File: config.mk
export PLATFORM = sky130hd
export DESIGN_NAME = fetch_apb_regs
export DESIGN_NICKNAME = d
export VERILOG_FILES = /design/src/verilog/fetch_pkg.sv /design/src/verilog/fetch_apb_regs.sv
export VERILOG_INCLUDE_DIRS = /design/src /design/src/verilog
export SDC_FILE = /design/constraint.sdc
export NUM_CORES = 1
export LEC_CHECK = 0
export ABC_AREA = 1
export BUFFER_PORTS_ARGS = -buffer_cell sky130_fd_sc_hd__buf_2
export CAP_MARGIN = 20
export CORE_MARGIN = 2
export CORE_UTILIZATION = 50
export DETAILED_ROUTE_END_ITERATION = 16
export PLACE_DENSITY = 0.91
export SETUP_SLACK_MARGIN = 0.4
export SYNTH_ARGS = -nofsm -noshare
export SYNTH_HDL_FRONTEND = slang
export SYNTH_SLANG_ARGS = --single-unit
File: constraint.sdc
create_clock -name CLK_IN -period 2.4 [get_ports CLK_IN]
set_input_delay 0.12 -clock CLK_IN [delete_from_list [all_inputs] [get_ports CLK_IN]]
set_output_delay 0.12 -clock CLK_IN [all_outputs]
set_load 0.02 [all_outputs]
File: src/verilog/fetch_defines.svh
`ifndef FETCH_DEFINES_SVH
`define FETCH_DEFINES_SVH

// ROM geometry
`define FETCH_ROM_ADR_BITS  10          // Byte address bits, 256 words

// Fetch queue
`define FETCH_QUEUE_DEPTH   4           // Entries, also the PC stage credit limit

// APB register map
`define FETCH_REG_CTRL      8'h00       // Bit 0 run
`define FETCH_REG_BOOT      8'h04       // Boot pc
`define FETCH_REG_INIT_ADR  8'h08       // Init pointer, data bits 9:2
`define FETCH_REG_INIT_DAT  8'h0C       // Init data, pointer auto increment
`define FETCH_REG_COUNT     8'h10       // Accepted instructions, read only

`endif

File: src/verilog/fetch_pkg.sv
`include "fetch_defines.svh"

package fetch_pkg;

    typedef logic [31:0]                    pc_t;       // Byte program counter
    typedef logic [31:0]                    word_t;     // Instruction word
    typedef logic [`FETCH_ROM_ADR_BITS-3:0] rom_adr_t;  // ROM word index

    typedef struct packed {
        logic     en;                                   // Read enable, one cycle per read
        rom_adr_t adr;                                  // Word address
        pc_t      pc;                                   // Pc of this read
        logic     epoch;                                // Fetch path tag
    } rom_req_t;

    typedef struct packed {
        logic     vld;                                  // Two cycles after en
        word_t    dat;                                  // Instruction word
        pc_t      pc;                                   // Pc from the request
        logic     epoch;                                // Epoch from the request
    } rom_ret_t;

    typedef struct packed {
        logic     wr;                                   // Init write strobe
        rom_adr_t adr;                                  // Word address
        word_t    dat;                                  // Word to store
    } rom_init_t;

    typedef struct packed {
        word_t    dat;                                  // Instruction word
        pc_t      pc;                                   // Its pc
    } instr_t;

    typedef enum logic {IDLE, ACCESS} apb_state_t;      // APB slave phases

endpackage

File: src/verilog/fetch_apb_regs.sv
`timescale 1ns/100ps
`include "fetch_defines.svh"

module fetch_apb_regs
(
    input  logic                    CLK_IN,         // Clock and pclk
    input  logic                    rst_i,          // Active high async reset
    input  logic                    apb_psel_i,     // Slave select
    input  logic                    apb_penable_i,  // Access phase
    input  logic                    apb_pwrite_i,   // Write transfer
    input  logic [7:0]              apb_paddr_i,    // Register offset
    input  fetch_pkg::word_t        apb_pwdata_i,   // Write data
    input  logic                    instr_fire_i,   // Decoder handshake done
    output fetch_pkg::word_t        apb_prdata_o,   // Read data
    output logic                    apb_pready_o,   // Ready in access phase
    output logic                    apb_pslverr_o,  // Error response
    output logic                    run_o,          // Fetch enable
    output fetch_pkg::pc_t          boot_pc_o,      // Start address
    output fetch_pkg::rom_init_t    rom_init_o      // ROM load port
);

    fetch_pkg::apb_state_t  state;                  // Setup / access tracker
    fetch_pkg::rom_adr_t    init_ptr;               // Next ROM word to load
    fetch_pkg::word_t       instr_cnt;              // Accepted instructions
    logic                   acc;                    // Valid access phase
    logic                   err;                    // Refused transfer
    logic                   wr_ok;                  // Write that takes effect
    logic                   sel_ctrl;
    logic                   sel_boot;
    logic                   sel_iadr;
    logic                   sel_idat;
    logic                   sel_cnt;

    // Offset decode
    assign sel_ctrl = (apb_paddr_i == `FETCH_REG_CTRL);
    assign sel_boot = (apb_paddr_i == `FETCH_REG_BOOT);
    assign sel_iadr = (apb_paddr_i == `FETCH_REG_INIT_ADR);
    assign sel_idat = (apb_paddr_i == `FETCH_REG_INIT_DAT);
    assign sel_cnt  = (apb_paddr_i == `FETCH_REG_COUNT);

    assign acc   = (state == fetch_pkg::ACCESS) && apb_psel_i && apb_penable_i;
    assign err   = acc && (!(sel_ctrl || sel_boot || sel_iadr || sel_idat || sel_cnt) ||
                           (apb_pwrite_i && sel_cnt) ||             // COUNT is read only
                           (apb_pwrite_i && sel_idat && run_o));    // No load while running
    assign wr_ok = acc && apb_pwrite_i && !err;

    assign apb_pready_o  = (state == fetch_pkg::ACCESS);  // Zero wait states
    assign apb_pslverr_o = err;

    // Read mux
    always_comb
    begin
        apb_prdata_o = '0;
        if (sel_ctrl)
            apb_prdata_o = {31'd0, run_o};
        else if (sel_boot)
            apb_prdata_o = boot_pc_o;
        else if (sel_iadr)
            apb_prdata_o = {{(32 - `FETCH_ROM_ADR_BITS){1'b0}}, init_ptr, 2'b00};
        else if (sel_cnt)
            apb_prdata_o = instr_cnt;
    end

    // One ROM word per INIT_DAT write in the access cycle
    assign rom_init_o.wr  = wr_ok && sel_idat;
    assign rom_init_o.adr = init_ptr;
    assign rom_init_o.dat = apb_pwdata_i;

    always_ff @(posedge CLK_IN or posedge rst_i)
    begin
        if (rst_i)
        begin
            state     <= fetch_pkg::IDLE;
            run_o     <= 1'b0;
            boot_pc_o <= '0;
            init_ptr  <= '0;
            instr_cnt <= '0;
        end
        else
        begin
            case (state)
                fetch_pkg::IDLE :
                    if (apb_psel_i && !apb_penable_i)
                        state <= fetch_pkg::ACCESS;
                default :
                    state <= fetch_pkg::IDLE;                   // Access lasts one cycle
            endcase
            if (wr_ok && sel_ctrl)
                run_o <= apb_pwdata_i[0];
            if (wr_ok && sel_boot)
                boot_pc_o <= {apb_pwdata_i[31:2], 2'b00};       // Word aligned
            if (wr_ok && sel_iadr)
                init_ptr <= apb_pwdata_i[`FETCH_ROM_ADR_BITS-1:2];
            else if (wr_ok && sel_idat)
                init_ptr <= init_ptr + 1'b1;                    // Wraps at 256
            if (instr_fire_i)
                instr_cnt <= instr_cnt + 1'b1;
        end
    end

    // Ready only answers a selected access phase of the host
    a_pready_access: assert property (@(posedge CLK_IN) disable iff (rst_i)
        apb_pready_o |-> apb_psel_i && apb_penable_i);

endmodule

==> impl_metrics.yaml <==
hold_path:
  hold_class: "in2reg"
  holdPathStages: 3
  min-delay-start: "apb_pwdata_i[23]"
  whs_endpoint: "boot_pc_o[23]"
sta:
  rsz0062_at_grt: "false"
  slew_viol_final: 0
  hold_ws_ns: 0.00561
  tightest_slew_ns: 0.502
  maxSlewHeadroom_pct: 66.5
  setup_viol: 0
  period_needed_ns: 1.84
  tns_ns: 0
  hold_viol_final: 0
  fin_worst_skew_ns: 0.00787
  finalCritPeriodShare_pct: 76.6
  clock.fmax_mhz: 544
clocking:
  cts_root_buf: "clkbuf_8"
  clock-sinks: 72
  cts_tree: "yes"
  path_clk_slew_ns: 0.08
  clk_latency_ns: 0.35
  h-tree-depth: 3
  cts_buffers: 9
  cts_buffer_depth: 2
pwr:
  p_leak_nw: 2.96
  p_total_mw: 2.91
  ir_worst_vdd_mv: 0.341
  power-per-cell-area_nw_per_um2: 566
synthesis:
  synth_top_family_by_area: "simple AND/OR/NAND/NOR gates"
  synth_top_area_share_pct: 42.1
  syn_avg_cell_area_um2: 7.58
  synth_area_leaders: "dfrtp_1, nand2_1, inv_1, buf_4, xor2_1"
  yosys.area_share.xor_xnor_pct: 6.35
  muxShareOfSynthArea_pct: 0
  yosysSeqAreaShare_pct: 42.1
  synth-simple-area-share_pct: 27.9
  yosysUniqueCellTypes: 35
  yosysWarnings: 0
  synth_compound_area_share_pct: 7.69
  postSynthRegisterBits: 72
  synth_cells: 564
  syn-cell-area_um2: 4280
  synth_top_area_cell: "dfrtp_1"
  synthAdderAreaFrac_pct: 0.585
flow_run:
  maxCapViolCount: 0
floorplanning:
  io_pins: 154
  core-area_um2: 8260
  dieArea_um2: 9310
  initial_core_util_pct: 51.8
  dieWidth_um: 96.5
  rows: 33
  die_y_um: 96.5
drt:
  antenna_violating_nets_post_route: 0
  top_layer_used: "met4"
  post_drt_wl_per_cell_um: 15.0
  drt-initial-drc-count: 366
  dr.pass1.iters: 5
  wl_um: 11900
  met3_wirelength_um: 1010
  vias: 4252
  drc: 0
  vias_per_cell: 5.36
  route.met2.wl_um: 5620
  wl_met1_um: 4810
setup_path:
  r2r_end: "instr_cnt[29]"
  path_cells: "nand2_1 > nor2_2 > nand3_1 > nor2_1 > nand2_1 > nor2_1 > nand3_1 > xor2_1"
  cp.buffers_inverters: 0
  critPathArrivalTime_ns: 2.08
  worstSetupPathType: "reg2reg"
  cp_top_family: "simple AND/OR/NAND/NOR gates"
  rrSetupSlack_ns: 0.56
  end_kind: "register"
  r2r-start: "instr_cnt[4]"
  rr_worst_depth: 8
  cp-start-kind: "register"
  worst-path-max-fanout: 5
  cpMaxStageDelayCell: "dfrtp_1"
  cp_data_required_time_ns: 2.64
  slowest_delay_ns: 0.40
global_routing:
  track_usage_pct: 26.1
  grt_pass1_wl_um: 18700
  grt_max_degree: 73
  grt_pass1_vias: 3992
  antenna_found_initial: 0
  grt_overflow: 0
place:
  port_buffers: 149
  gp_congestion: 0.946
  dp_hpwl_um: 9030
cells_and_area:
  fill_cells: 698
  layout.nets: 732
  drive_gt1_share_pct: 27.7
  syn_to_final_growth_pct: 20.2
  antenna_cells: 0
run_status:
  status: "finished clean"
final cells by class:
cell class,count,area (um^2),share of cell area (%)
inverters,84,322,6.25
flip-flops and latches,72,1800,35.0
clock buffers,9,124,2.41
well taps,105,131,2.55
multi-input cells,362,1840,35.7
repair buffers,155,808,15.7
clock inverters,7,119,2.31
where the power goes:
group	switching (mW)	leakage, nW	internal [mW]
sequential	0.0688	0.858	1.27
combinational	0.261	1.98	0.122
clock	0.494	0.116	0.692
worst register-to-register path: stages (launching register included):
cell and delay (ns):
dfrtp_1 0.40, nand2_1 0.13, nor2_2 0.23, nand3_1 0.15
nor2_1 0.18, nand2_1 0.11, nor2_1 0.24, nand3_1 0.14
xor2_1 0.16
metal layers:
layer / track usage (%) / vias up
li1: - / 1992
met1: 34.6 / 1969
met2: 41.8 / 242
met3: 4.42 / 49
met4: 12.6 / 0
met5: 0 / -
state kept, by name, indices dropped and copies added (netlist names):
register,flops
init_ptr,8
instr_cnt,32
apb_pready_o,1
boot_pc_o,30
run_o,1
worst max-delay path by stage:
stage | startpoint | to | depth (start not counted)
after floorplan | rst_i | apb_pready_o | 1
after global placement | apb_paddr_i[0] | boot_pc_o[19] | 9
after detailed placement | apb_paddr_i[0] | boot_pc_o[15] | 9
after CTS | instr_cnt[7] | instr_cnt[26] | 6
after global routing | instr_cnt[4] | instr_cnt[29] | 8
final | instr_cnt[4] | instr_cnt[29] | 8
metrics by stage:
stage / utilization [%] / std cells / area (um^2) / setup WS (ns)
6_report: 62.3 / 794 / 5140 / 0.562
4_1_cts: 62.1 / 794 / 5130 / 0.482
2_1_floorplan: - / 565 / 4280 / 0.455
3_3_place_gp: 58.9 / 776 / 4870 / 0.362
3_5_place_dp: 58.9 / 776 / 4870 / 0.203
5_1_grt: 62.3 / 794 / 5140 / 0.387
kinds of logic after synthesis:
group	after synthesis
buffers and inverters	131
other	1
xor gates and xnor gates	31
AOI/OAI and AO/OA	52
adders and majority gates	2
DFF	72
and+or+nand+nor	275
cells in the mapped netlist:
cell	count
xor2_1	29
nand2_4	1
buf_6	3
or2_2	1
nand3_4	1
nor3b_1	2
nor2_1	54
o311ai_0	1
o21ai_0	15
ha_1	2
a21oi_2	6
clkbuf_1	6
nand4_1	13
nor4_1	1
o221ai_1	5
xnor2_1	2
a21oi_1	8
buf_4	35
a22o_1	3
nand2_1	139
dfrtp_1	72
o22ai_1	8
inv_2	1
nor2_2	2
conb_1	1
nor2_4	2
buf_2	3
nand3_1	46
o211ai_1	1
o21ai_1	5
inv_4	1
clkinv_1	1
inv_1	81
nor3_1	11
nand2_2	2
repair_timing:
action | in CTS | in global routing
resized for setup | 0 | 4
hold endpoints to repair | 73 | 0
hold buffers | 2 | 0
setup buffers | 0 | 0
endpoints found under the setup margin | 0 | 22
placed cells by master, fill, tap and decap left out, types with 8 or more instances in the layout:
cell type,count
buf_2,149
nand2_1,139
inv_1,80
dfrtp_1,72
nor2_1,52
nand3_1,46
xor2_1,29
o21ai_0,15
nand4_1,13
nor3_1,10
clkbuf_8,9
a21oi_1,8
o22ai_1,8
Power figures use the tool's default switching activity.
