<file path="config.mk">
export PLATFORM = sky130hd
export DESIGN_NAME = fetch_queue
export DESIGN_NICKNAME = d
export VERILOG_FILES = /design/src/verilog/fetch_pkg.sv /design/src/verilog/fetch_queue.sv
export VERILOG_INCLUDE_DIRS = /design/src /design/src/verilog
export SDC_FILE = /design/constraint.sdc
export NUM_CORES = 1
export LEC_CHECK = 0
export ABC_AREA = 1
export BUFFER_PORTS_ARGS = -buffer_cell sky130_fd_sc_hd__buf_2
export CAP_MARGIN = 20
export CORE_MARGIN = 5
export CORE_UTILIZATION = 61
export DETAILED_ROUTE_END_ITERATION = 8
export PLACE_DENSITY_LB_ADDON = 0.3
export SLEW_MARGIN = 10
export SYNTH_ARGS = -nofsm -noshare
export SYNTH_HDL_FRONTEND = slang
export SYNTH_SLANG_ARGS = --single-unit
export TNS_END_PERCENT = 100
</file>
<file path="constraint.sdc">
create_clock -name CLK_IN -period 8.7 [get_ports CLK_IN]
set_clock_uncertainty 0.05 [all_clocks]
set_input_delay 0 -clock CLK_IN [delete_from_list [all_inputs] [get_ports CLK_IN]]
set_output_delay 0 -clock CLK_IN [all_outputs]
set_load 0.05 [all_outputs]
</file>
<file path="src/verilog/fetch_defines.svh">
`ifndef FETCH_DEFINES_SVH
`define FETCH_DEFINES_SVH

// ROM geometry
`define FETCH_ROM_ADR_BITS  10          // Byte address bits, 256 words

// Fetch queue
`define FETCH_QUEUE_DEPTH   4           // Entries, also the PC stage credit limit

// APB register map
`define FETCH_REG_CTRL      8'h00       // Bit 0 run
`define FETCH_REG_BOOT      8'h04       // Boot pc
`define FETCH_REG_INIT_ADR  8'h08       // Init pointer, data bits 9:2
`define FETCH_REG_INIT_DAT  8'h0C       // Init data, pointer auto increment
`define FETCH_REG_COUNT     8'h10       // Accepted instructions, read only

`endif

</file>
<file path="src/verilog/fetch_pkg.sv">
`include "fetch_defines.svh"

package fetch_pkg;

    typedef logic [31:0]                    pc_t;       // Byte program counter
    typedef logic [31:0]                    word_t;     // Instruction word
    typedef logic [`FETCH_ROM_ADR_BITS-3:0] rom_adr_t;  // ROM word index

    typedef struct packed {
        logic     en;                                   // Read enable, one cycle per read
        rom_adr_t adr;                                  // Word address
        pc_t      pc;                                   // Pc of this read
        logic     epoch;                                // Fetch path tag
    } rom_req_t;

    typedef struct packed {
        logic     vld;                                  // Two cycles after en
        word_t    dat;                                  // Instruction word
        pc_t      pc;                                   // Pc from the request
        logic     epoch;                                // Epoch from the request
    } rom_ret_t;

    typedef struct packed {
        logic     wr;                                   // Init write strobe
        rom_adr_t adr;                                  // Word address
        word_t    dat;                                  // Word to store
    } rom_init_t;

    typedef struct packed {
        word_t    dat;                                  // Instruction word
        pc_t      pc;                                   // Its pc
    } instr_t;

    typedef enum logic {IDLE, ACCESS} apb_state_t;      // APB slave phases

endpackage

</file>
<file path="src/verilog/fetch_queue.sv">
`timescale 1ns/100ps
`include "fetch_defines.svh"

module fetch_queue
(
    input  logic                    CLK_IN,         // Clock
    input  logic                    rst_i,          // Async reset, active high
    input  fetch_pkg::rom_ret_t     rom_ret_i,      // ROM return
    input  logic                    redirect_i,     // Decoder redirect
    input  logic                    run_start_i,    // Run rising edge pulse
    input  logic                    instr_ready_i,  // Decoder ready
    output logic                    credit_o,       // One slot freed by a pop
    output logic [2:0]              credit_cnt_o,   // Slots freed by flush or drop
    output fetch_pkg::instr_t       instr_o,        // Head entry
    output logic                    instr_valid_o   // Head entry valid
);

    localparam int PTR_BITS = $clog2(`FETCH_QUEUE_DEPTH);

    fetch_pkg::instr_t      mem [`FETCH_QUEUE_DEPTH];  // Entry storage
    logic [PTR_BITS-1:0]    wr_ptr;
    logic [PTR_BITS-1:0]    rd_ptr;
    logic [2:0]             fill;                   // Entries held
    logic                   epoch_q;                // Local copy of the path tag
    logic                   flush;
    logic                   drop;                   // Stale return discarded
    logic                   push;
    logic                   pop;

    assign flush = redirect_i || run_start_i;
    assign drop  = rom_ret_i.vld && (flush || (rom_ret_i.epoch != epoch_q));
    assign push  = rom_ret_i.vld && !drop;
    assign pop   = instr_valid_o && instr_ready_i;

    // Flushed entries include a same-cycle pop
    assign credit_o     = pop && !flush;
    assign credit_cnt_o = (flush ? fill : 3'd0) + {2'b00, drop};

    assign instr_valid_o = (fill != 3'd0);
    assign instr_o       = mem[rd_ptr];             // Visible the cycle after arrival

    always_ff @(posedge CLK_IN)
    begin
        if (push)
        begin
            mem[wr_ptr].dat <= rom_ret_i.dat;
            mem[wr_ptr].pc  <= rom_ret_i.pc;
        end
    end

    always_ff @(posedge CLK_IN or posedge rst_i)
    begin
        if (rst_i)
        begin
            wr_ptr  <= '0;
            rd_ptr  <= '0;
            fill    <= '0;
            epoch_q <= 1'b0;
        end
        else if (flush)
        begin
            wr_ptr  <= '0;                              // Empty, nothing pushed
            rd_ptr  <= '0;
            fill    <= '0;
            epoch_q <= ~epoch_q;                        // Tracks the PC stage toggle
        end
        else
        begin
            if (push)
                wr_ptr <= wr_ptr + 1'b1;
            if (pop)
                rd_ptr <= rd_ptr + 1'b1;
            fill <= fill + {2'b00, push} - {2'b00, pop};
        end
    end

    // Credit in the PC stage bounds the returns in flight
    a_no_overflow: assert property (@(posedge CLK_IN) disable iff (rst_i)
        push |-> (fill < `FETCH_QUEUE_DEPTH));

endmodule

</file>
==> impl_metrics.env, run 1 <==
export IMPL_status="complete, no violations"
export IMPL_drv_slew=0
export IMPL_finalPower_uw=2590
export IMPL_finalCritPeriodShare_pct=36.5
export IMPL_switchingPower_uw=576
export IMPL_endpoint_kind="output pin"
export IMPL_combPwrFrac_pct=8.1
export IMPL_drt_iter0_markers=465
export IMPL_pwr_share_seq_pct=55.1
export IMPL_htreeDepth=1
export IMPL_yosysSeqAreaShare_pct=77.7
export IMPL_vias=6387
export IMPL_route_detailed_wl_per_inst_um=18.3
export IMPL_grt_pass1_wl_um=33100
export IMPL_layout_min_cycle_time_ns=3.17
export IMPL_timing_fmax_ghz=0.315
export IMPL_worst_slew_pin_slew_ns=1.02
export IMPL_syn_area_sq_um=10200
export IMPL_clock_sinks=264
export IMPL_design_area_sq_um=12400
export IMPL_wl_um=20800
export IMPL_cpPeakStageDelay_ns=0.82
export IMPL_synth_cell_types=23
export IMPL_place_congestion=0.752
export IMPL_grt_max_degree=109
export IMPL_drt_vias_per_instance=5.61
export IMPL_rsz0062_at_grt="no"
export IMPL_ff2ff_path_depth=5
export IMPL_antenna_left=0
export IMPL_initial_core_util_pct=61.7
export IMPL_whs_path_depth=2
export IMPL_hpwlAfterDp_um=11100
export IMPL_cp_depth=5
export IMPL_ctsLongestPathBuffers=3
export IMPL_synth_warnings=0
export IMPL_clkPwrFrac_pct=36.8
export IMPL_syn_inst=695
export IMPL_crit_buf_inv=3
export IMPL_p_int_uw=2010
export IMPL_path_max_fanout=85
export IMPL_power_density_nw_per_um2=209
export IMPL_drv_cap=0
export IMPL_tns_ns=0
export IMPL_root_buffer="clkbuf_16"
export IMPL_hp_class="input port to flip-flop"
export IMPL_clk_pin_slew_ns=0.06
export IMPL_synth_avg_cell_area_sq_um=14.6
export IMPL_p_leak_uw=0.00449
export IMPL_firstDrtPassIters=5
export IMPL_setup_violations=0
export IMPL_cp_slowest_cell="buf_4"
export IMPL_synth_seq_cells=264
export IMPL_nets=981
export IMPL_rows=47
export IMPL_antennaDiodeCount=0
export IMPL_max_slew_margin_pct=32.2
export IMPL_required_ns=8.65
export IMPL_portBuffers=139
export IMPL_die_y_um=139
export IMPL_crit_family="buffers and inverters"
export IMPL_io_pins=140
export IMPL_cp_arrival_ns=3.12
export IMPL_cts_buffers=25
export IMPL_syn_nets=775
export IMPL_die_w_um=139
export IMPL_sw_frac_of_total_pct=22.2
export IMPL_grt_overflow=0
export IMPL_crit_chain="inv_4 > buf_4 > nor2_1 > o22ai_1 > buf_2"
export IMPL_syn_to_final_growth_pct=22.2
export IMPL_peakVddDrop_v=0.000157
export IMPL_fp_coreArea_sq_um=16500
export IMPL_crit_type="flip-flop to output pin"
export IMPL_drc=0
export IMPL_grt_pass1_vias=6553
export IMPL_clock_latency_ns=0.51
export IMPL_place_area_sq_um=10900
export IMPL_antenna_found_initial=0
export IMPL_critPathLaunchType="flip-flop"
export IMPL_cts_tree="built"
export IMPL_post_cts_buffers=0
export IMPL_hold_viol=0
export IMPL_fill_cells=1025
export IMPL_grt_usage_pct=21.1
export IMPL_drive_gt1_share_pct=22.5
export IMPL_die_area_sq_um=19300
==> sequential cells by signal, indices dropped and copies added (netlist names) <==
signal,flops
wr_ptr,2
fill,3
epoch_q,1
mem,256
rd_ptr,2
==> area by class of cell <==
type	count	area, sq um	area share (%)
flip-flops and latches	264	7890	63.6
clock inverters	10	43.8	0.353
well taps	220	275	2.22
repair buffers	221	1510	12.2
clock buffers	35	663	5.35
inverters	21	81.3	0.656
multi-input cells	368	1940	15.6
==> power by group through the flow <==
stage	combinational [uW]	sequential [uW]	clock (uW)
global placement	178	1450	0
global route	225	1430	1020
detailed placement	183	1450	0
CTS	210	1430	966
floorplan	124	1450	0
finish	209	1430	954
==> cells in the mapped netlist <==
| library cell | count | area, sq um |
|---|---|---|
| buf_2 | 10 | 50.1 |
| buf_4 | 5 | 37.5 |
| buf_6 | 10 | 113 |
| buf_8 | 1 | 15.0 |
| clkbuf_1 | 16 | 60.1 |
| clkinv_1 | 1 | 3.75 |
| dfrtp_1 | 8 | 200 |
| edfxtp_1 | 256 | 7690 |
| fa_1 | 1 | 20.0 |
| ha_1 | 8 | 100 |
| inv_1 | 17 | 63.8 |
| inv_2 | 2 | 7.51 |
| inv_4 | 1 | 6.26 |
| nand2_1 | 13 | 48.8 |
| nand3_1 | 8 | 40.0 |
| nand4_1 | 1 | 6.26 |
| nor2_1 | 131 | 492 |
| nor2_2 | 10 | 62.6 |
| o21ai_0 | 77 | 385 |
| o21ai_1 | 51 | 255 |
| o22ai_1 | 54 | 338 |
| o22ai_2 | 10 | 125 |
| xor2_1 | 4 | 35.0 |
==> cells in the final DEF (no fill, tap or decap), drive strengths merged, types with 4 or more instances in the layout <==
cell type | Yosys | layout
edfxtp | 256 | 256
buf | 26 | 147
nor2 | 141 | 141
o21ai | 128 | 128
dlygate4sd3 | 0 | 74
o22ai | 64 | 64
clkbuf | 16 | 35
inv | 20 | 21
nand2 | 13 | 13
clkinv | 1 | 10
nand3 | 8 | 8
ha | 8 | 8
dfrtp | 8 | 8
xor2 | 4 | 4
==> final timing paths <==
kind	from	end	slack, ns
setup / recovery	rd_ptr[0]$_DFFE_PP0P_	instr_o[42]	5.53
hold / removal	rom_ret_i[29]	mem[0][28]$_DFFE_PP_	0.19
setup reg to reg	rd_ptr[0]$_DFFE_PP0P_	rd_ptr[0]$_DFFE_PP0P_	5.91
hold reg to reg	epoch_q$_DFFE_PP0N_	epoch_q$_DFFE_PP0N_	0.49
max in group asynchronous	rst_i	rd_ptr[0]$_DFFE_PP0P_	7.79
min in group asynchronous	rst_i	wr_ptr[0]$_DFFE_PP0P_	0.53
==> cell families (layout without fill, tap and decap cells) <==
logic type                 Yosys count  after routing  synth area share (%)
AOI/OAI and AO/OA                  192            192                  10.9
buffers and inverters               63            287                  3.51
DFF                                264            264                  77.7
adders and majority gates            9              9                  1.18
and+or+nand+nor                    163            163                  6.40
xor gates and xnor gates             4              4                 0.345
==> per-stage QoR <==
step           setup WS (ns)  instances  hold WS [ns]  utilization (%)
2_1_floorplan           4.77        695        -0.234                -
3_3_place_gp            5.97       1019       -0.0850             66.4
3_5_place_dp            5.80       1019       -0.0756             66.4
4_1_cts                 5.49       1138         0.172             75.2
5_1_grt                 5.30       1139         0.184             75.3
6_report                5.53       1139         0.186             75.3
==> repair_timing <==
item	4_1_cts	5_1_grt
gates resized for setup	0	0
hold endpoints to repair	272	0
hold buffers	74	0
==> routing by layer <==
metal  GRT usage [%]  wire length (um)  vias up
met5               0                 0        -
met1            28.4              8500     3106
met3            4.24              1440       36
li1                -                 -     3002
met2            35.7             10500      243
met4            5.97               403        0
==> worst register-to-register path: stages, from the launching register on <==
cell and delay (ns):
dfrtp_4 0.60, inv_4 0.41, buf_4 0.84, nand3_1 0.19
nand2_1 0.10, dlygate4sd3_1 0.54
Power figures use the tool's default switching activity.
==> inputs of run 2 (changes only) <==
- CORE_UTILIZATION: 61 -> 57
- clock period: 8.7 -> 3.1 ns (I/O delays scaled with it)
==> impl_metrics.env, run 2 (synthesized netlist as in run 1, its figures left out) <==
export IMPL_endpoint_kind="flip-flop"
export IMPL_largest_reg_flops=256
export IMPL_drv_slew=0
export IMPL_drt_vias_per_instance=5.66
export IMPL_drt_iter0_markers=466
export IMPL_clk_pin_slew_ns=0.06
export IMPL_grt_pass1_vias=6693
export IMPL_r2r_end="rd_ptr[1]$_DFFE_PP0P_"
export IMPL_grt_max_degree=131
export IMPL_nets=988
export IMPL_vias=6508
export IMPL_final_cell_mix="edfxtp_1, buf_2, nor2_1"
export IMPL_largest_register="mem"
export IMPL_cp_slowest_cell="dlygate4sd3_1"
export IMPL_rsz0062_at_grt="no"
export IMPL_grt_usage_pct=21.4
export IMPL_clkPwrFrac_pct=39.2
export IMPL_ctsLongestPathBuffers=3
export IMPL_crit_chain="dlygate4sd3_1 > buf_2 > nor2_1 > dlygate4sd3_1 > buf_4 > nand4_1 > buf_4 > ha_1 > inv_1 > ha_1 > inv_1 > fa_1 > xor2_1 > nor2_1"
export IMPL_drv_cap=0
export IMPL_syn_to_final_growth_pct=24.1
export IMPL_crit_buf_inv=7
export IMPL_setup_violations=0
export IMPL_firstDrtPassIters=7
export IMPL_cpPeakStageDelay_ns=0.56
export IMPL_p_int_uw=5950
export IMPL_power_density_nw_per_um2=602
export IMPL_p_leak_uw=0.00457
export IMPL_die_w_um=143
export IMPL_cts_resized=0
export IMPL_pwr_share_seq_pct=52.8
export IMPL_final_common_cell="edfxtp_1"
export IMPL_finalCritPeriodShare_pct=83.5
export IMPL_required_ns=3.45
export IMPL_switchingPower_uw=1640
export IMPL_critPathLaunchType="input port"
export IMPL_antenna_found_initial=0
export IMPL_grt_pass1_wl_um=34500
export IMPL_peakVddDrop_v=0.000531
export IMPL_layout_min_cycle_time_ns=2.59
export IMPL_grt_overflow=0
export IMPL_hold_ws_ns=0.0572
export IMPL_crit_family="buffers and inverters"
export IMPL_r2r_start="rd_ptr[1]$_DFFE_PP0P_"
export IMPL_cts_buffers=26
export IMPL_htreeDepth=1
export IMPL_post_cts_buffers=0
export IMPL_hp_start="rom_ret_i[0]"
export IMPL_drc=0
export IMPL_reg_top3="mem (256), fill (3)"
export IMPL_fp_coreArea_sq_um=17400
export IMPL_portBuffers=139
export IMPL_sw_frac_of_total_pct=21.6
export IMPL_timing_fmax_ghz=0.386
export IMPL_max_slew_margin_pct=50.6
export IMPL_cts_tree="built"
export IMPL_hpwlAfterDp_um=12000
export IMPL_antenna_left=0
export IMPL_place_congestion=0.755
export IMPL_whs_path_depth=6
export IMPL_clock_sinks=264
export IMPL_die_y_um=143
export IMPL_rows=48
export IMPL_wl_um=22000
export IMPL_path_max_fanout=13
export IMPL_crit_type="input port to flip-flop"
export IMPL_ff2ff_path_depth=5
export IMPL_initial_core_util_pct=58.5
export IMPL_fill_cells=1104
export IMPL_route_detailed_wl_per_inst_um=19.1
export IMPL_worst_slew_pin_slew_ns=0.740
export IMPL_io_pins=140
export IMPL_combPwrFrac_pct=8.0
export IMPL_die_area_sq_um=20600
export IMPL_cp_arrival_ns=2.94
export IMPL_place_area_sq_um=11000
export IMPL_clock_latency_ns=0.51
export IMPL_hp_class="input port to flip-flop"
export IMPL_design_area_sq_um=12600
export IMPL_drive_gt1_share_pct=23.3
export IMPL_hold_viol=0
export IMPL_root_buffer="clkbuf_16"
export IMPL_reg2reg_slack_ns=0.68
export IMPL_status="complete, no violations"
export IMPL_hold_end="wr_ptr[1]$_DFFE_PP0P_"
[run 2: worst min-delay path, delay by kind of cell]
family	cells	cell delay (ns)
buf+inv	2	0.29
simple gates	4	0.29
[run 2: timing repair]
item	in CTS	in global routing
hold buffers	74	0
endpoints found under the setup margin	0	0
hold endpoints to repair	272	0
[run 2: stage by stage]
stage / setup slack (ns) / total power [uW] / setup TNS, ns / utilization (%) / std cells
detailed placement: 0.942 / 4600 / 0 / 63.6 / 1031
global placement: 1.08 / 4580 / 0 / 63.6 / 1031
finish: 0.511 / 7580 / 0 / 72.6 / 1150
CTS: 0.557 / 7630 / 0 / 72.6 / 1148
global route: 0.374 / 7830 / 0 / 72.6 / 1148
floorplan: -0.833 / 4430 / -213.31 / - / 695
[run 2: power by group through the flow]
stage / Combinational (uW) / Sequential [uW] / Clock, uW
detailed placement: 528 / 4080 / 0
floorplan: 347 / 4080 / 0
CTS: 604 / 4000 / 3020
global placement: 507 / 4070 / 0
finish: 604 / 4000 / 2970
global route: 648 / 4010 / 3180
[run 2: final cells by class]
| class | count | area [sq um] | area share, % |
|---|---|---|---|
| antenna | 2 | 5.00 | 0.0397 |
| clock buffer | 31 | 669 | 5.31 |
| clock inverter | 12 | 139 | 1.10 |
| inverter | 21 | 81.3 | 0.646 |
| multi-input combinational | 368 | 1940 | 15.4 |
| sequential | 264 | 7890 | 62.6 |
| tap | 225 | 282 | 2.23 |
| timing repair buffer | 227 | 1590 | 12.6 |
[run 2: worst max path at each step]
stage                                    from               endpoint  slack (ns)  cells after the start
after floorplan           epoch_q$_DFFE_PP0N_    mem[0][0]$_DFFE_PP_       -0.83                      4
after global placement      fill[1]$_DFF_PP0_      fill[2]$_DFF_PP0_        1.08                     11
after detailed placement    fill[1]$_DFF_PP0_      fill[2]$_DFF_PP0_        0.94                     11
after CTS                          redirect_i      fill[2]$_DFF_PP0_        0.56                     14
after global routing               redirect_i  wr_ptr[0]$_DFFE_PP0P_        0.37                     11
final                              redirect_i      fill[2]$_DFF_PP0_        0.51                     14
[run 2: layer usage]
metal	up-vias	part of all wire, %	global-route usage [%]
li1	3010	-	-
met1	3215	39	27.6
met2	245	52	37.8
met3	38	6.9	3.96
met4	0	2.3	5.75
met5	-	0	0
