`config.mk`:
```
export PLATFORM = sky130hd
export DESIGN_NAME = fetch_pc_stage
export DESIGN_NICKNAME = d
export VERILOG_FILES = /design/src/verilog/fetch_pkg.sv /design/src/verilog/fetch_pc_stage.sv
export VERILOG_INCLUDE_DIRS = /design/src /design/src/verilog
export SDC_FILE = /design/constraint.sdc
export NUM_CORES = 1
export LEC_CHECK = 0
export BUFFER_PORTS_ARGS = -buffer_cell sky130_fd_sc_hd__buf_2
export CORE_MARGIN = 8
export CORE_UTILIZATION = 53
export DETAILED_ROUTE_END_ITERATION = 7
export PLACE_DENSITY = 0.83
export SETUP_SLACK_MARGIN = 0.05
export SYNTH_ARGS = -nofsm -noshare
export SYNTH_HDL_FRONTEND = slang
export SYNTH_SLANG_ARGS = --single-unit
```
`constraint.sdc`:
```
create_clock -name CLK_IN -period 8.45 [get_ports CLK_IN]
set_input_delay 0 -clock CLK_IN [delete_from_list [all_inputs] [get_ports CLK_IN]]
set_output_delay 0 -clock CLK_IN [all_outputs]
set_load 0.005 [all_outputs]
```
`src/verilog/fetch_defines.svh`:
```
`ifndef FETCH_DEFINES_SVH
`define FETCH_DEFINES_SVH

// ROM geometry
`define FETCH_ROM_ADR_BITS  10          // Byte address bits, 256 words

// Fetch queue
`define FETCH_QUEUE_DEPTH   4           // Entries, also the PC stage credit limit

// APB register map
`define FETCH_REG_CTRL      8'h00       // Bit 0 run
`define FETCH_REG_BOOT      8'h04       // Boot pc
`define FETCH_REG_INIT_ADR  8'h08       // Init pointer, data bits 9:2
`define FETCH_REG_INIT_DAT  8'h0C       // Init data, pointer auto increment
`define FETCH_REG_COUNT     8'h10       // Accepted instructions, read only

`endif

```
`src/verilog/fetch_pkg.sv`:
```
`include "fetch_defines.svh"

package fetch_pkg;

    typedef logic [31:0]                    pc_t;       // Byte program counter
    typedef logic [31:0]                    word_t;     // Instruction word
    typedef logic [`FETCH_ROM_ADR_BITS-3:0] rom_adr_t;  // ROM word index

    typedef struct packed {
        logic     en;                                   // Read enable, one cycle per read
        rom_adr_t adr;                                  // Word address
        pc_t      pc;                                   // Pc of this read
        logic     epoch;                                // Fetch path tag
    } rom_req_t;

    typedef struct packed {
        logic     vld;                                  // Two cycles after en
        word_t    dat;                                  // Instruction word
        pc_t      pc;                                   // Pc from the request
        logic     epoch;                                // Epoch from the request
    } rom_ret_t;

    typedef struct packed {
        logic     wr;                                   // Init write strobe
        rom_adr_t adr;                                  // Word address
        word_t    dat;                                  // Word to store
    } rom_init_t;

    typedef struct packed {
        word_t    dat;                                  // Instruction word
        pc_t      pc;                                   // Its pc
    } instr_t;

    typedef enum logic {IDLE, ACCESS} apb_state_t;      // APB slave phases

endpackage

```
`src/verilog/fetch_pc_stage.sv`:
```
`timescale 1ns/100ps
`include "fetch_defines.svh"

module fetch_pc_stage
(
    input  logic                    CLK_IN,         // Clock
    input  logic                    rst_i,          // Async reset, active high
    input  logic                    run_i,          // Fetch enable
    input  fetch_pkg::pc_t          boot_pc_i,      // Start address
    input  logic                    redirect_i,     // Decoder redirect
    input  fetch_pkg::pc_t          redirect_pc_i,  // Redirect target
    input  logic                    credit_i,       // One slot freed by a pop
    input  logic [2:0]              credit_cnt_i,   // Slots freed by flush or drop
    output fetch_pkg::rom_req_t     rom_req_o,      // ROM read request
    output logic                    run_start_o     // Run rising edge pulse
);

    logic                   run_q;                  // Run, one cycle late
    fetch_pkg::pc_t         pc_q;                   // Next pc to fetch
    logic                   epoch_q;                // Current path tag
    logic [2:0]             outst;                  // Slots in flight or queued
    logic [2:0]             committed;              // Outstanding less this cycle's returns
    logic                   issue;                  // Read issued this cycle
    fetch_pkg::pc_t         issue_pc;
    logic                   issue_epoch;

    assign run_start_o = run_i && !run_q;

    // Start issues straight from BOOT with the new epoch
    assign issue_pc    = run_start_o ? boot_pc_i : pc_q;
    assign issue_epoch = run_start_o ? ~epoch_q : epoch_q;

    // Flush credit counts at once so a restart never overshoots
    assign committed = outst - credit_cnt_i;
    assign issue     = run_i && !redirect_i && (committed < `FETCH_QUEUE_DEPTH);

    assign rom_req_o.en    = issue;
    assign rom_req_o.adr   = issue_pc[`FETCH_ROM_ADR_BITS-1:2];
    assign rom_req_o.pc    = issue_pc;
    assign rom_req_o.epoch = issue_epoch;

    always_ff @(posedge CLK_IN or posedge rst_i)
    begin
        if (rst_i)
        begin
            run_q   <= 1'b0;
            pc_q    <= '0;
            epoch_q <= 1'b0;
            outst   <= '0;
        end
        else
        begin
            run_q <= run_i;
            if (redirect_i)
                pc_q <= redirect_pc_i;                          // Issued next cycle
            else if (issue)
                pc_q <= issue_pc + 32'd4;
            else if (run_start_o)
                pc_q <= boot_pc_i;                              // Start without credit
            if (redirect_i || run_start_o)
                epoch_q <= ~epoch_q;                            // Old path now stale
            outst <= outst + {2'b00, issue} - {2'b00, credit_i} - credit_cnt_i;
        end
    end

    // Credit loop with the queue keeps the slot count in range
    a_credit_limit: assert property (@(posedge CLK_IN) disable iff (rst_i)
        outst <= `FETCH_QUEUE_DEPTH);

endmodule

```
==> results of run 1 <==
## synth_stat cells (3+ instances only)
cell type / instances
o31ai_2: 4
o21ai_1: 10
xnor2_1: 12
nor4_2: 3
a21oi_1: 9
inv_1: 15
clkbuf_1: 12
and4_1: 6
buf_4: 10
nor2_1: 14
nor3_1: 9
and3_1: 14
and2_1: 3
dfrtp_1: 37
o31ai_1: 10
xor2_1: 3
o21ai_0: 5
a31oi_1: 8
ha_1: 4
mux2_1: 3
mux2i_1: 14
mux2_2: 8
nand2_1: 120
## power by group through the flow
stage | combinational, µW | sequential (µW) | clock (µW)
3_3_place_gp | 219 | 224 | 0
5_1_grt | 270 | 226 | 194
2_1_floorplan | 164 | 221 | 0
6_report | 243 | 224 | 188
3_5_place_dp | 228 | 226 | 0
4_1_cts | 241 | 223 | 187
## stage by stage
stage / cells / worst slack [ns] / hold WS, ns / util, %
5_1_grt: 573 / 4.64 / 0.0994 / 72.3
2_1_floorplan: 369 / 5.34 / 0.0314 / -
3_5_place_dp: 532 / 4.97 / 0.147 / 63.8
3_3_place_gp: 532 / 5.10 / 0.137 / 63.8
6_report: 573 / 4.89 / 0.0815 / 72.3
4_1_cts: 573 / 4.96 / 0.0793 / 72.3
## repair_timing
item,in CTS,in global routing
endpoints found under the setup margin,0,0
hold buffers,33,0
hold endpoints to repair,69,0
## metal layers
metal | part of all wire (%) | wire [µm] | track usage, %
met2 | 50 | 4700 | 41.2
met1 | 40 | 3730 | 25.7
met4 | 2.5 | 233 | 8.18
met3 | 7.6 | 712 | 5.32
met5 | 0 | 0 | 0
## flip-flops by register name, summed over array words and instances, names as in the netlist
| signal | flops |
|---|---|
| run_q | 1 |
| epoch_q | 1 |
| pc_q | 32 |
| outst | 3 |
## worst min path at each step
stage                       startpoint                 end  slack (ns)  cells past startpoint
after global routing      boot_pc_i[1]   pc_q[1]$_DFF_PP0_         0.1                      4
after CTS                 boot_pc_i[1]   pc_q[1]$_DFF_PP0_        0.08                      4
after floorplan                  run_i     run_q$_DFF_PP0_        0.03                      0
after global placement           rst_i  pc_q[19]$_DFF_PP0_        0.14                      3
final                     boot_pc_i[1]   pc_q[1]$_DFF_PP0_        0.08                      4
after detailed placement         rst_i  outst[2]$_DFF_PP0_        0.15                      3
## tightest hold or removal path: cells and delay by family
kind                   cells  cell delay [ns]
AND/OR/NAND/NOR            2             0.11
multiplexers               1             0.14
buffers and inverters      1             0.08
## final cells by class
| class | count | area (µm²) |
|---|---|---|
| Clock buffer | 5 | 68.8 |
| Clock inverter | 3 | 65.1 |
| Fill cell | 421 | 1510 |
| Inverter | 18 | 72.6 |
| Multi-Input combinational cell | 288 | 1790 |
| Sequential cell | 37 | 926 |
| Tap cell | 72 | 90.1 |
| Timing Repair Buffer | 150 | 923 |
## logic make-up after synthesis
kind of cell | synth area share, %
mux | 9.47
simple gates | 30.8
flops | 31.6
buf+inv | 7.63
fa+ha+maj | 3.07
compound gates | 13.0
xor+xnor | 4.48
==> summary.md, run 1 <==
| Metric | Value |
|---|---|
| Status | finished clean |
| Post-synth ARST share | 100% |
| Final setup violating endpoints | 0 |
| Post-synth cell types | 50 |
| Most common cell after layout, fill and taps aside | nand2_1 |
| Critical path endpoint category | flip-flop |
| Critical path launch point type | flip-flop |
| Initial antenna violation count | 0 |
| Synth area leader | dfrtp_1 |
| Critical-path cell list | nand2b_2, buf_4, clkinv_4, mux2_2, ha_1, nand2_1, or4b_4, nor4_4, a31oi_1, o31ai_2 |
| Crit path arrival time | 3.77 ns |
| WP data required | 8.66 ns |
| Detail Route Antenna Nets | 0 |
| FMAX | 281 MHz |
| Final Slew Violations | 0 |
| Worst vdd ir | 0.000131 V |
| PostCTS Resize Cnt | 0 |
| Syn_nets | 447 |
| Total vias in the final route | 3206 |
| Fraction of layout cells with a size suffix above 1 | 29.9% |
| # DRC | 0 |
| HP Class | input pin to flip-flop |
| Total power | 654 µW |
| Layout area overhead | 34.0% |
| Site row count | 27 |
| Family with the most delay on the worst path | simple AND/OR/NAND/NOR gates |
| Ys Warns | 0 |
| 1st-iter DRT viols | 150 |
| Max-cap viol count | 0 |
| Psw | 223 µW |
| Global route overflow | 0 |
| Max H-tree Level | 2 |
| Cell Area, Synth | 0.00293 mm² |
| Worst-Margin Slew | 1.09 ns |
| Largest net degree at the start of global routing | 61 |
| Syn Area/Cell | 7.95 µm² |
| Hold Fails Final Rpt | 0 |
| Setup TNS | 0 ns |
| Net Sw Frac | 34.0% |
| Max incr delay on CP | 0.57 ns |
| Die W | 90.4 µm |
| Vias in the first global route | 3259 |
| Dominant synthesized flop cell | dfrtp_1 |
| Post-synth EDFFs | 0 |
| Cell Area, Placed | 0.00347 mm² |
| Worst r2r src | run_q$_DFF_PP0_ |
| Reg power frac | 34.2% |
| Reg2Reg Setup Slack | 4.89 ns |
| CTS tree | done |
| DR pass1 iterations | 4 |
| Die area | 0.00817 mm² |
| Combinational share of power | 37.1% |
| Slowest CP cell | or4b_4 |
| Hpwl dp | 6580 µm |
| Max Clock Skew | 0.00803 ns |
| Clock sinks | 37 |
| Synth top area share | 31.6% |
| Ant diodes | 0 |
| RR Endpoint | pc_q[18]$_DFF_PP0_ |
| Clock buffer depth | 2 |
| Root Buffer | clkbuf_8 |
| Part of the power in the clock network | 28.7% |
| Minimum clock period | 3.56 ns |
| Cell count along the critical path | 10 |
| Routed WL | 9380 µm |
| Post-synthesis sequential area ratio | 31.6% |
| Clock transition at the registers of the reported paths | 0.08 ns |
| Cell count after synthesis | 369 |
| Pleak | 0.00202 µW |
| Gp weighted congestion | 0.906 |
| Setup repair bufs after CTS | 0 |
| CORE AREA | 0.00544 mm² |
| Die height | 90.4 µm |
| Pint | 431 µW |
| CP Launch Point | run_q$_DFF_PP0_ |
| DR WL/cell | 16.4 µm |
| Most frequent cells in the layout | nand2_1, buf_2, dfrtp_1 |
| Overall Global Routing Usage | 22.9% |
| RSZ-0062 raised after global routing | no |
| Tcrit/Tclk final | 42.1% |
| Final Instance Area | 0.00393 mm² |
| End point of the critical path | pc_q[18]$_DFF_PP0_ |
| Number of nets in the layout | 578 |
| Starting density of the core | 53.9% |
| Worst Reg-to-Reg Cells | 10 |
| Worst path bufs/invs | 2 |
| Via density | 5.60 |
| Power Dens Cells | 166 mW/mm² |
| Register bit total from synthesis | 37 |
| Clk_lat worst skew | 0.29 ns |
| First-pass GRT wire length | 15600 µm |
| Port Buf Inserts | 114 |
| Max transition margin | 25.7% |
| Area contributors post-synth | dfrtp_1, nand2_1, mux2i_1 |
| Crit path kind | flip-flop to flip-flop |
| CTS buffer count | 5 |
| Largest fanout on the critical path | 41 |
| Ports | 115 |
No activity file was read; power rests on OpenSTA's default activity.
==> run 2: changes to the inputs <==
--- a/config.mk
+++ b/config.mk
@@ -6,11 +6,12 @@
 export SDC_FILE = /design/constraint.sdc
 export NUM_CORES = 1
 export LEC_CHECK = 0
+export ABC_AREA = 1
 export BUFFER_PORTS_ARGS = -buffer_cell sky130_fd_sc_hd__buf_2
 export CORE_MARGIN = 8
-export CORE_UTILIZATION = 53
+export CORE_UTILIZATION = 46
 export DETAILED_ROUTE_END_ITERATION = 7
-export PLACE_DENSITY = 0.83
+export PLACE_DENSITY = 0.74
 export SETUP_SLACK_MARGIN = 0.05
 export SYNTH_ARGS = -nofsm -noshare
 export SYNTH_HDL_FRONTEND = slang
==> constraint.sdc (replaced) <==
create_clock -name CLK_IN -period 2.9 [get_ports CLK_IN]
set_input_delay 0 -clock CLK_IN [delete_from_list [all_inputs] [get_ports CLK_IN]]
set_output_delay 0 -clock CLK_IN [all_outputs]
set_load 0.005 [all_outputs]
==> run 2 against run 1 <==
  * Register-to-register slack got worse by 4.5 ns
  * Total power increased to 2.6 times the previous value
  * Clock power increased by 100%
  * Count of clock-buffer cells in the layout increased by 2
  * Utilization decreased by 12 points
  * Sequential share of layout area decreased by 2.0 points
  * Highest routed layer unchanged
  * Routed wire length increased by 12%
  * Global-route usage decreased by 2.0 points
  * Critical path type is now input pin to flip-flop
  * Clock skew decreased by 0.0027 ns
  * Area after synthesis increased by 13%
  * Non-clock buffer count increased by 3
  * Setup slack got worse by 4.5 ns
==> summary.md, run 2 <==
| Metric | Value |
|---|---|
| Ports | 115 (unchanged) |
| Critical-path cell list | dlygate4sd3_1, buf_2, inv_2, nor2_4, nand2_1, nand2_2, ha_1, nand2_1, nor2_2, nand2_4, nor3_4, nand3_1, nand3_1, nand2_1 |
| Fraction of layout cells with a size suffix above 1 | 29.8% (-0.096 points) |
| Post-synthesis xor/xnor area fraction | 1.32% (-3.2 points) |
| Largest fanout on the critical path | 14 (-66%) |
| Cell Area, Synth | 0.00331 mm² (+13%) |
| # DRC | 0 (unchanged) |
| Starting density of the core | 46.6% (-7.3 points) |
| Pleak | 0.00231 µW (+14%) |
| Worst Reg-to-Reg Cells | 11 (+1) |
| Detail Route Antenna Nets | 0 (unchanged) |
| Area of the multi-input gates | 0.00193 mm² (+8.2%) |
| Crit path kind | input pin to flip-flop |
| DR WL/cell | 14.2 µm (-13%) |
| Reg2Reg Setup Slack | 0.43 ns (-4.46 ns) |
| Initial antenna violation count | 0 (unchanged) |
| Die height | 101 µm (+12%) |
| Final Slew Violations | 0 (unchanged) |
| Port Buf Inserts | 114 (unchanged) |
| Worst Hold Path EP | outst[2]$_DFF_PP0_ |
| Setup TNS | 0 ns (unchanged) |
| Crit path arrival time | 2.68 ns (-1.09 ns) |
| Ys Warns | 0 (unchanged) |
| Worst vdd ir | 0.000248 V (+90%) |
| Main combinational cell family by area after synthesis | simple AND/OR/NAND/NOR gates |
| WP data required | 3.07 ns (-5.59 ns) |
| Site row count | 31 (+15%) |
| Clock buffer depth | 2 (unchanged) |
| Hold Slack | 0.0686 ns (-0.0129 ns) |
| Final setup violating endpoints | 0 (unchanged) |
| Top-count cell post-synth | nand2_1 |
| Synth top area share | 28.0% (-3.6 points) |
| Register bit total from synthesis | 37 (unchanged) |
| Hpwl dp | 7940 µm (+21%) |
| Mux cell area share after synthesis | 0% (-9.5 points) |
| Final WS setup | 0.393 ns (-4.50 ns) |
| Max H-tree Level | 2 (unchanged) |
| Hold Fails Final Rpt | 0 (unchanged) |
| Root Buffer | clkbuf_8 |
| Cell count after synthesis | 506 (+37%) |
| Total power | 1720 µW (+160%) |
| Overall Global Routing Usage | 20.9% (-2.0 points) |
| Simple-Gate Fraction of Synth Area | 46.0% (+15 points) |
| Tcrit/Tclk final | 86.5% |
| Max incr delay on CP | 0.52 ns (-0.05 ns) |
| Vias in the first global route | 3713 (+14%) |
| Syn_nets | 584 (+31%) |
| Area contributors post-synth | dfrtp_1, nand2_1, nand3_1 |
| RR Endpoint | pc_q[16]$_DFF_PP0_ |
| FMAX | 399 MHz |
| Most frequent cells in the layout | nand2_1, buf_2, inv_1 |
| Number of nets in the layout | 718 (+24%) |
| Largest net degree at the start of global routing | 38 (-38%) |
| Worst path bufs/invs | 3 (+1) |
| Minimum clock period | 2.51 ns |
| Post-synth EDFFs | 0 (unchanged) |
| RSZ-0062 raised after global routing | no |
| Most common cell after layout, fill and taps aside | nand2_1 |
| Post-synth ARST share | 100% (unchanged) |
| Post-synth cell types | 36 (-28%) |
| Gp weighted congestion | 0.918 (+1.3%) |
| Total vias in the final route | 3633 (+13%) |
| Die area | 0.0102 mm² (+24%) |
| Dominant synthesized flop cell | dfrtp_1 |
| Critical path endpoint category | flip-flop |
| Slowest CP cell | dlygate4sd3_1 |
| Ant diodes | 0 (unchanged) |
| Family with the most delay on the worst path | simple AND/OR/NAND/NOR gates |
| CORE AREA | 0.00710 mm² (+31%) |
| 1st-iter DRT viols | 166 (+11%) |
| Layout area overhead | 29.9% |
| Worst r2r src | run_q$_DFF_PP0_ |
| Max-cap viol count | 0 (unchanged) |
| Reg area | 926 µm² (unchanged) |
| Clock sinks | 37 (unchanged) |
| Setup WS pre-CTS | 0.420 ns (-4.55 ns) |
| Max reg flops | 32 (unchanged) |
| First-pass GRT wire length | 17100 µm (+9.6%) |
| Compound-Gate Fraction of Synth Area | 8.32% (-4.6 points) |
| Largest Register | pc_q |
| Worst hold start | credit_cnt_i[2] |
| CTS tree | done |
| Largest registers | pc_q (32), outst (3) |
| Most instantiated cells after synthesis | nand2_1, inv_1, nand3_1 |
| HP Class | input pin to flip-flop |
| Clock transition at the registers of the reported paths | 0.08 ns (about the same) |
| Synth area leader | dfrtp_1 |
| Worst-Margin Slew | 1.03 ns (-0.0673 ns) |
| Most frequent cell on the critical path | nand2_1 |
| Max Clock Skew | 0.00536 ns (-0.00267 ns) |
| Synth Area in Adders | 2.72% (-0.35 points) |
| Status | finished clean |
| Critical path launch point type | input pin |
| Power Dens Cells | 400 mW/mm² (+140%) |
| Die W | 101 µm (+12%) |
| Post-synthesis sequential area ratio | 28.0% (-3.6 points) |
| Routed WL | 10500 µm (+12%) |
| Filler cells | 717 (+70%) |
| Worst Hold Path Cells | 4 (unchanged) |
| CTS buffer count | 5 (unchanged) |
| Clk_lat worst skew | 0.29 ns (about the same) |
| Via density | 4.92 (-12%) |
| Max transition margin | 31.5% (+5.9 points) |
| Syn Area/Cell | 6.54 µm² (-18%) |
| DR pass1 iterations | 5 (+1) |
| Global route overflow | 0 (unchanged) |
## run 2: cell families after synthesis
family / count (synthesis)
buffers and inverters: 96
and+or+nand+nor: 321
adders and majority gates: 6
xor gates and xnor gates: 5
DFF: 37
AOI/OAI and AO/OA: 41
## run 2: layout make-up
cell class	instances	share of cell area [%]
well taps	99	2.88
clock buffers	7	2.01
inverters	70	6.11
repair buffers	153	22.5
multi-input cells	373	45.0
flip-flops and latches	37	21.5
## run 2: timing repair
item                                   in CTS  in global routing
hold buffers                               36                  0
gates resized for setup                     0                  0
buffers inserted                            0                  0
endpoints found under the hold margin      56                  0
## run 2: layer usage
layer,vias up,wire length (µm),track usage (%)
li1,1834,-,-
met1,1659,4540,24.5
met2,119,5170,36.8
met3,21,549,4.63
met4,0,214,6.63
met5,-,0,0
## run 2: worst max-delay path by stage
stage          depth (start not counted)             from                 end
2_1_floorplan                         14  run_q$_DFF_PP0_  pc_q[20]$_DFF_PP0_
3_3_place_gp                          13  run_q$_DFF_PP0_  pc_q[20]$_DFF_PP0_
3_5_place_dp                          11  run_q$_DFF_PP0_  pc_q[24]$_DFF_PP0_
4_1_cts                               11  run_q$_DFF_PP0_  pc_q[24]$_DFF_PP0_
5_1_grt                               14            run_i  pc_q[24]$_DFF_PP0_
6_report                              14            run_i  pc_q[16]$_DFF_PP0_
## run 2: tightest hold or removal path, cell delays in order
cell     delay, ns
buf_2         0.08
nand2_1       0.05
nand2_1       0.11
xor2_1        0.08
## run 2: through the flow
stage,instance area [µm²],cells,utilization (%)
after global routing,4300,739,60.6
after detailed placement,3850,696,54.3
after CTS,4300,739,60.6
after floorplan,3310,506,-
final,4300,739,60.6
after global placement,3850,696,54.3
## run 2: power by group
part           internal, µW  switching [µW]  leakage [µW]
sequential              590            29.5      0.000441
clock                   189             194     0.0000443
combinational           286             432       0.00183
total                  1070             655       0.00231
==> run 3: changes to the inputs <==
--- a/config.mk
+++ b/config.mk
@@ -8,11 +8,13 @@
 export LEC_CHECK = 0
 export ABC_AREA = 1
 export BUFFER_PORTS_ARGS = -buffer_cell sky130_fd_sc_hd__buf_2
+export CORE_ASPECT_RATIO = 0.5
 export CORE_MARGIN = 8
 export CORE_UTILIZATION = 46
 export DETAILED_ROUTE_END_ITERATION = 7
-export PLACE_DENSITY = 0.74
+export PLACE_DENSITY = 0.79
 export SETUP_SLACK_MARGIN = 0.05
+export SLEW_MARGIN = 0
 export SYNTH_ARGS = -nofsm -noshare
 export SYNTH_HDL_FRONTEND = slang
 export SYNTH_SLANG_ARGS = --single-unit
==> run 3 against run 2 <==
  * Cell area is 0.41% higher
  * Die area is 1.6% higher
  * Register-to-register slack better by 0.05 ns
  * Setup slack better by 0.090 ns
  * Sequential share of layout area is 0.087 points lower
  * Clock skew is 0.0049 ns higher
  * Combinational power is 1% lower
  * Sequential cell count stayed put
  * Global-route usage is 1.1 points lower
  * Utilization is 2.6 points higher
  * Routed wire length is 1.3% lower
  * Total power is 9.8% higher
  * Critical path type is now flip-flop to flip-flop
  * Largest power group unchanged
  * Highest routed layer unchanged
==> summary.md, run 3 (synthesis gave the netlist of run 2 again) <==
| Metric | Value |
|---|---|
| Power Dens Cells | 438 mW/mm² (+9.4%) |
| Vias in the first global route | 3468 (-6.6%) |
| Largest Register | pc_q |
| Max transition margin | 27.0% (-4.6 points) |
| Worst Reg-to-Reg Cells | 12 (+1) |
| First-pass GRT wire length | 16800 µm (-1.3%) |
| CTS buffer count | 5 (unchanged) |
| Worst-Margin Slew | 1.09 ns (+0.0683 ns) |
| DR WL/cell | 14.2 µm (about the same) |
| Most common cell after layout, fill and taps aside | nand2_1 |
| Ports | 115 (unchanged) |
| Cell Area, Placed | 0.00384 mm² (-0.23%) |
| Largest registers | pc_q (32), outst (3) |
| Site row count | 21 (-32%) |
| CP Launch Point | run_q$_DFF_PP0_ |
| Hold Fails Final Rpt | 0 (unchanged) |
| Final Instance Area | 0.00432 mm² (+0.41%) |
| Max reg flops | 32 (unchanged) |
| FMAX | 414 MHz (+3.7%) |
| RR Endpoint | pc_q[26]$_DFF_PP0_ |
| RSZ-0062 raised after global routing | no |
| Gp weighted congestion | 0.872 (-5.0%) |
| Overall Global Routing Usage | 19.9% (-1.1 points) |
| Worst r2r src | run_q$_DFF_PP0_ |
| Critical path launch point type | flip-flop |
| Clk_lat worst skew | 0.29 ns (about the same) |
| Initial antenna violation count | 0 (unchanged) |
| Worst hold start | boot_pc_i[1] |
| Fraction of layout cells with a size suffix above 1 | 30.0% (+0.14 points) |
| Number of nets in the layout | 715 (-0.42%) |
| Clock sinks | 37 (unchanged) |
| Worst Hold Path Cells | 3 (-1) |
| Detail Route Antenna Nets | 0 (unchanged) |
| Minimum clock period | 2.42 ns (-0.0904 ns) |
| DR pass1 iterations | 4 (-1) |
| Largest fanout on the critical path | 24 (+10) |
| Total vias in the final route | 3525 (-3.0%) |
| HP Class | input pin to flip-flop |
| Final setup violating endpoints | 0 (unchanged) |
| Status | finished clean |
| WP data required | 3.07 ns (about the same) |
| CTS tree | done |
| Critical path endpoint category | flip-flop |
| Starting density of the core | 48.4% (+1.8 points) |
| Reg2Reg Setup Slack | 0.48 ns (+0.05 ns) |
| # DRC | 0 (unchanged) |
| Crit path arrival time | 2.59 ns (-0.09 ns) |
| Most frequent cells in the layout | nand2_1, buf_2, inv_1 |
| Root Buffer | clkbuf_16 |
| Worst Hold Path EP | pc_q[1]$_DFF_PP0_ |
| CORE AREA | 0.00683 mm² (-3.8%) |
| Layout area overhead | 30.4% |
| Final Slew Violations | 0 (unchanged) |
| Max-cap viol count | 0 (unchanged) |
| Largest net degree at the start of global routing | 38 (unchanged) |
| Global route overflow | 0 (unchanged) |
| Clock transition at the registers of the reported paths | 0.06 ns (-0.02 ns) |
| 1st-iter DRT viols | 221 (+33%) |
| Setup repair bufs after CTS | 0 (unchanged) |
| Pleak | 0.00233 µW (+0.59%) |
| PostCTS Resize Cnt | 0 (unchanged) |
| Die area | 0.0103 mm² (+1.6%) |
| Max Clock Skew | 0.0102 ns (+0.00488 ns) |
| Routed WL | 10300 µm (-1.3%) |
| Port Buf Inserts | 114 (unchanged) |
| Tcrit/Tclk final | 83.3% (-3.1 points) |
| CTS Hold Bufs | 33 (-8.3%) |
| Setup TNS | 0 ns (unchanged) |
| Die W | 136 µm (+35%) |
| Max H-tree Level | 2 (unchanged) |
| Clock buffer depth | 2 (unchanged) |
| Die height | 76.0 µm (-25%) |
| Via density | 4.84 (-1.6%) |
| Worst vdd ir | 0.000308 V (+24%) |
| Ant diodes | 0 (unchanged) |
| Hpwl dp | 7590 µm (-4.4%) |
| Crit path kind | flip-flop to flip-flop |
## run 3: changes by cell type in the layout (fill, tap and decap cells not counted), sizes merged
cell / change
dlygate4sd3: -3
## run 3: how the worst max path moves through the flow
stage                              end  depth (start not counted)
floorplan           pc_q[20]$_DFF_PP0_                         14
global placement    pc_q[29]$_DFF_PP0_                         11
detailed placement  pc_q[26]$_DFF_PP0_                         12
CTS                 pc_q[26]$_DFF_PP0_                         12
global route        pc_q[20]$_DFF_PP0_                         14
finish              pc_q[26]$_DFF_PP0_                         12
## run 3: cell type report
type | instances | area [µm²]
repair buffers | 150 | 936
multi-input cells | 373 | 1930
inverters | 70 | 263
well taps | 92 | 115
clock buffers | 7 | 143
fillers | 657 | 2520
flip-flops and latches | 37 | 926
## run 3: routing by layer
layer,wire [µm],vias to the layer above,track usage (%)
met5,0,-,0
met4,136,0,5.77
met3,755,12,4.21
met2,4890,104,33.3
met1,4560,1575,25.0
li1,-,1834,-
## run 3: power by group
group	internal, µW	leakage [µW]	switching (µW)
combinational	281	0.00181	430
clock	338	0.0000700	220
sequential	591	0.000441	29.6
total	1210	0.00233	679
## run 3: worst max-delay path, cell delays in order (launching register included)
cell     delay (ns)
dfrtp_1        0.39
inv_2          0.15
nand2_4        0.28
nand2_1        0.08
nand2_1        0.16
ha_1           0.21
nand2_1        0.10
nor2_2         0.20
nand2_4        0.10
nor3_4         0.32
nand4_1        0.14
nand3_1        0.09
nand2_1        0.06
## run 3: stage by stage
step / setup slack [ns] / hold WS, ns / power, µW / instances / util, %
CTS: 0.492 / 0.000960 / 1900 / 729 / 63.2
floorplan: 0.894 / 0.0314 / 1110 / 506 / -
global placement: 0.558 / 0.161 / 1290 / 689 / 56.2
detailed placement: 0.512 / 0.158 / 1310 / 689 / 56.2
global route: 0.229 / 0.0185 / 2020 / 729 / 63.2
finish: 0.483 / 0.00451 / 1890 / 729 / 63.2
